==> src/cu_pkg.sv <==
// Copy unit job definitions
package cu_pkg;

	////////////////////
	// Job descriptor
	////////////////////

	// Widest line index a job can name
	localparam int LINE_INDEX_BITS = 16;

	// Configuration bit that selects shared reads
	localparam int CACHE_HINT_BIT = 3;

	// Line index and line count of a job
	typedef logic [LINE_INDEX_BITS-1:0] line_index_t;

	// Byte address in shared memory
	typedef logic [63:0] addr_t;

	////////////////////
	// Status layout
	////////////////////

	// Completion count of one side
	typedef logic [31:0] count_t;

	// Upper half write completions, lower half read completions
	typedef struct packed {
		count_t write_count;
		count_t read_count;
	} status_t;

endpackage

==> src/job_tracker.sv <==
// Copy job tracker
module job_tracker #(
	parameter int INDEX_BITS = 16
) (
	input  logic                clock,
	input  logic                rstn,
	input  logic                enabled_in,
	input  logic                job_valid,
	input  cu_pkg::addr_t       src_addr,
	input  cu_pkg::addr_t       dst_addr,
	input  cu_pkg::line_index_t src_lines,
	input  cu_pkg::line_index_t dst_lines,
	input  logic [15:0]         job_config,
	input  cu_pkg::count_t      read_count,
	input  cu_pkg::count_t      write_count,
	output logic                enabled,
	output logic                job_start,
	output logic                job_active,
	output logic                read_shared,
	output cu_pkg::addr_t       job_src_addr,
	output cu_pkg::addr_t       job_dst_addr,
	output cu_pkg::line_index_t job_src_lines,
	output cu_pkg::line_index_t job_dst_lines,
	output cu_pkg::status_t     cu_status,
	output logic                cu_done,
	output logic                cu_running
);
	import cu_pkg::*;

	logic job_take;
	logic done_next;

	if (INDEX_BITS < 1 || INDEX_BITS > LINE_INDEX_BITS) begin : g_index_range
		$error("INDEX_BITS must lie between 1 and LINE_INDEX_BITS");
	end

	always_ff @(posedge clock or negedge rstn) begin
		if (~rstn) begin
			enabled <= 1'b0;
		end else begin
			enabled <= enabled_in;
		end
	end

	////////////////////
	// Job latch
	////////////////////

	assign job_take = job_valid && enabled;

	always_ff @(posedge clock or negedge rstn) begin
		if (~rstn) begin
			job_start   <= 1'b0;
			job_active  <= 1'b0;
			read_shared <= 1'b0;
		end else begin
			job_start <= job_take;
			if (job_take) begin
				job_active  <= 1'b1;
				read_shared <= job_config[CACHE_HINT_BIT];
			end
		end
	end

	// Sizes clipped to the largest job the index width allows
	always_ff @(posedge clock) begin
		if (job_take) begin
			job_src_addr  <= src_addr;
			job_dst_addr  <= dst_addr;
			job_src_lines <= line_index_t'(src_lines[INDEX_BITS-1:0]);
			job_dst_lines <= line_index_t'(dst_lines[INDEX_BITS-1:0]);
		end
	end

	////////////////////
	// Status and done
	////////////////////

	// Counts still belong to the previous job during job_start
	assign done_next = job_active && !job_start &&
		(read_count == count_t'(job_src_lines)) &&
		(write_count == count_t'(job_dst_lines));

	always_ff @(posedge clock or negedge rstn) begin
		if (~rstn) begin
			cu_status  <= '0;
			cu_done    <= 1'b0;
			cu_running <= 1'b0;
		end else begin
			cu_status.write_count <= write_count;
			cu_status.read_count  <= read_count;
			cu_done               <= done_next;
			cu_running            <= job_active;
		end
	end

	assert property (@(posedge clock) disable iff (!rstn) job_start |=> !job_start)
		else $error("job_start high on two consecutive cycles");

endmodule

==> config.mk <==
export PLATFORM = sky130hd
export DESIGN_NAME = job_tracker
export DESIGN_NICKNAME = d
export VERILOG_FILES = /design/src/cu_pkg.sv /design/src/job_tracker.sv
export SDC_FILE = /design/constraint.sdc
export NUM_CORES = 1
export LEC_CHECK = 0
export ABC_AREA = 1
export BUFFER_PORTS_ARGS = -buffer_cell sky130_fd_sc_hd__buf_2
export CAP_MARGIN = 20
export CORE_AREA = 5 5 180 182
export DETAILED_ROUTE_END_ITERATION = 8
export DIE_AREA = 0 0 185 187
export GPL_TIMING_DRIVEN = 1
export PLACE_DENSITY_LB_ADDON = 0.3
export SLEW_MARGIN = 20
export SYNTH_ARGS = -nofsm -noshare
export SYNTH_HDL_FRONTEND = slang
export SYNTH_SLANG_ARGS = --single-unit
==> constraint.sdc <==
create_clock -name clock -period 11.2 [get_ports clock]
set_clock_uncertainty 0.1 [all_clocks]
set_input_delay 0.56 -clock clock [delete_from_list [all_inputs] [get_ports clock]]
set_output_delay 0.56 -clock clock [all_outputs]
set_load 0.05 [all_outputs]
=== After elaboration in Yosys (flattened, before gate mapping) ===
Index checks and enable logic that the tools add are counted.

* Eq/ne operators: 2
* Reductions and logical operators: 5

{| class="wikitable"
|+ Operator list
! kind !! count
|-
| 32-bit by 16-bit equality test with 1-bit output || 2
|-
| 1-bit logical AND || 4
|-
| 1-bit zero test || 1
|}

* Register bits: 230
* Output and inout bits: 230

=== Longest topological paths before layout ===
* Word-level depth: 4
* Mapped depth: 10
* Gate-level depth less buffers: 10

=== Worst setup path after synthesis ===
No wires, ideal clock.

* Path type: register to register
* Start point: register enabled
* End point: register job_dst_addr[0] (enable)
* Arrival: 3.896 ns
* Data required time: 10.587 ns
* Path slack: 6.691 ns
* Stages on the path, launching flop included: 3
* Buffers on the path: 0
* Cell sequence: dfrtp_1 nand2_1 inv_1

* Longest elaborated chain between the ends: 1

{| class="wikitable"
|+ Ends and longest elaborated chain
! what !! RTL line !! RTL
|-
| start: declaration || job_tracker.sv:16 || <nowiki>output logic enabled,</nowiki>
|-
| start signal: assignment || job_tracker.sv:41 || <nowiki>enabled <= enabled_in;</nowiki>
|-
| 1-bit logical AND || job_tracker.sv:49 || <nowiki>assign job_take = job_valid && enabled;</nowiki>
|-
| named net job_take || job_tracker.sv:30 || <nowiki>logic job_take;</nowiki>
|-
| end signal: assignment || job_tracker.sv:69 || <nowiki>job_dst_addr <= dst_addr;</nowiki>
|-
| end: declaration || job_tracker.sv:21 || <nowiki>output cu_pkg::addr_t job_dst_addr,</nowiki>
|}

The timed path passes the listed nets, and every way through them passes these cells.
A chain may end at the register's enable or synchronous reset.

=== Worst setup path in the final report ===
* Start point: register enabled
* End point: register job_dst_lines[15] (enable)

* Longest elaborated chain between the ends: 1

{| class="wikitable"
|+ Ends and longest elaborated chain
! what !! RTL line !! RTL
|-
| 1-bit logical AND || job_tracker.sv:49 ||
|-
| named net job_take || job_tracker.sv:30 ||
|-
| end signal: assignment || job_tracker.sv:71 || <nowiki>job_dst_lines <= line_index_t'(dst_lines[INDEX_BITS-1:0]);</nowiki>
|-
| end: declaration || job_tracker.sv:23 || <nowiki>output cu_pkg::line_index_t job_dst_lines,</nowiki>
|}

The timed path passes the listed nets, and every way through them passes these cells.

==> results by group <==
Synthesis
  • XOR/XNOR Fraction of Synth Area: roughly 1.2%
  • Cell variety after synth: 16
  • Most frequent cell after synthesis: edfxtp_1
  • Largest family of logic cells by synthesized area: simple AND/OR/NAND/NOR gates
  • Share of the synthesized area in the top cell type: roughly two thirds
  • Compound-cell area share of the yosys netlist: 0.3403%
  • Simple-gate area share of the yosys netlist: under 10%
  • Syn_area_per_cell: 17.55 um^2
  • EDFF count, synth: 160
  • Top cells by count, synth: edfxtp_1, nand2_1, dfrtp_1
  • Mux cell area share after synthesis: 0%
  • Asr flop ratio synth: 30.43%
  • Main area contributors after synthesis: edfxtp_1, dfrtp_1, nand2_1, inv_1, nor2_1
  • Gate Count Post-Synth: 419
  • Synth Area in Adders: 0%
  • FF+latch count, synth: 230
  • Ys Warns: 0
  • Synth Cell Area: 0.007355 mm^2
  • Cell taking the most area after synthesis: edfxtp_1
  • Primary FF master, synth: edfxtp_1
  • Syn nets: about 660
  • Sequential share of the synthesized area: 89.15%

Cells and area
  • Design area: ~0.011 mm^2
  • Final net count: between 1000 and 1500
  • Share of cells above drive strength 1: 54.43%
  • Layout Cells excl Fill: about 1300
  • Final core utilization: 36.09%
  • Syn-to-layout area delta: 49.30%

Global route
  • Total GRT Usage: between 10% and 20%
  • Number of global-route vias before repair: approximately 5300
  • Initial antenna violation count: 8
  • GR Overflow Total: 0
  • Global-route wire length before repair: 32510 um
  • Largest net degree at the start of global routing: between 80 and 90

Floorplanning
  • Die height: between 150 and 200 um
  • Top Ports: ~470
  • Site Rows: 64
  • DIE AREA: 0.03460 mm^2
  • Die W: 185 um
  • Total core area: 0.03043 mm^2
  • Initial core utilization: roughly a quarter

STA
  • Final Hold Slack: 0.05791 ns
  • Tcrit/Tclk final: 23.22%
  • Worst-margin pin slew: approximately 1.0 ns
  • Setup WS post-layout: approximately 8.6 ns
  • Final setup violation count: 0
  • Fmax: roughly 0.38 GHz
  • Max Transition Viols Final: 0
  • Rel. slew slack: between 30% and 40%
  • RSZ-0062 raised after global routing: no
  • Min Tclk post-route: 2.601 ns
  • Fin. Hold Viols: 0
  • Setup TNS: 0 ns

Placement
  • Placed cells: 1275
  • GPL Wtd Cong: 0.7751
  • PortBufs: about 460
  • Area after DPL: 0.01016 mm^2
  • Pre-CTS WS: 8.271 ns
  • Dpl hpwl: roughly 18000 um

CTS
  • Post-CTS Setup Bufs: 0
  • Clk buf depth: 3
  • H-tree depth: 1
  • CTS tree: built
  • CTS clock-pin slew for the worst setup and hold paths: 0.06 ns
  • CTS root buffer: clkbuf_16
  • CTS Sinks: 230
  • Hold buffer count at cts: 0
  • Clock Latency Late Sink: ~0.52 ns
  • Post-CTS Resized: 0
  • TritonCTS Buffers: 26

Power and ir drop
  • Static leakage: 5.132 nW
  • Final Power: about 2.0 mW
  • Max VDD drop: approximately 140 uV
  • Power per cell area: 183.0 mW/mm^2

Critical path
  • Worst flop-to-flop path startpoint: enabled$_DFF_PN0_
  • CP Capture Type: flop
  • Critical Path Source: enabled$_DFF_PN0_
  • Setup CP Type: reg -> reg
  • Startpoint class of the critical path: flop
  • Req. time, crit path: 11.23 ns
  • WP data arrival: 2.64 ns
  • CP Max Fanout: 84

Routing
  • Drt pass-1 iters: 6
  • Total number of vias: 5033
  • Antenna Nets Post-Route: 0
  • Vias per inst: 3.804
  • DR iter-0 viols: around 190
  • Post-Route WL: 22680 um
  • Drc violations: 0
  • DR WL/cell: 17.15 um

Min path
  • Hold Startpoint: write_count[28]
  • Hold Path Class: in -> reg

Run
  • Max Cap Viol: 0

Outcome
  • Status: completed
area by class of cell:
cell class,count,area [um^2]
flip-flops and latches,230,6556
clock buffers,34,710.7
inverters,63,241.5
repair buffers,460,2307
well taps,396,495.5
multi-input cells,126,561.8
fillers,3081,19450
clock inverters,13,105.1
diodes,1,2.502
per-layer routing:
layer | vias up | GRT usage, % | share of wire [%]
met5 | - | 0 | 0.20
met4 | 8 | 3.247 | 2.8
met3 | 42 | 6.262 | 13
met2 | 293 | 21.57 | 50
met1 | 2305 | 13.01 | 34
li1 | 2385 | - | -
state kept, by name, indices dropped and copies added, names as in the netlist, 16 cells and up:
register,flops
job_dst_lines,16
job_src_addr,64
job_dst_addr,64
job_src_lines,16
cu_status,64
power breakdown:
group / leakage (nW) / internal (mW) / switching [mW] / total, mW
registers: 2.32 / 0.955 / 0.0107 / 0.966
clock network: 0.405 / 0.470 / 0.329 / 0.798
logic: 2.41 / 0.0590 / 0.186 / 0.245
total: 5.13 / 1.48 / 0.526 / 2.01
worst paths after layout:
check | endpoint | slack, ns | depth (start not counted)
max | job_dst_lines[15]$_DFFE_PP_ | 8.60 | 3
min | cu_status[60]$_DFF_PN0_ | 0.06 | 1
max in group asynchronous | cu_status[47]$_DFF_PN0_ | 10.26 | 2
max reg2reg | job_dst_lines[15]$_DFFE_PP_ | 8.60 | 3
min in group asynchronous | cu_status[27]$_DFF_PN0_ | 0.15 | 2
min reg2reg | cu_running$_DFF_PN0_ | 0.30 | 0
layout by cell type, fill, tap and decap left out, types with 2 or more instances in the layout:
cell type    n
buf_2      458
edfxtp_1   160
nand2_1     72
dfrtp_1     70
inv_1       59
nor2_1      26
clkbuf_16   26
xor2_1       7
clkinv_2     6
clkinv_1     5
o21ai_1      5
clkbuf_1     5
nand4_1      4
nor3_1       3
xnor2_1      3
clkbuf_8     3
nand3_1      2
nor2_2       2
clkinv_4     2
buf_4        2
worst max-delay path, cell delays in order, from the launching register on:
cell and delay (ns):
dfrtp_1 0.34, nand2_1 0.16, inv_6 0.52, buf_4 0.91
logic make-up (layout without fill, tap and decap cells):
kind of cell           after synthesis  in the layout
AND/OR/NAND/NOR                    111            111
XOR/XNOR                            10             10
other                                0              1
flip-flops                         230            230
AO/OA/AOI/OAI                        5              5
buffers and inverters               63            570
No activity file was read; power rests on OpenSTA's default activity.
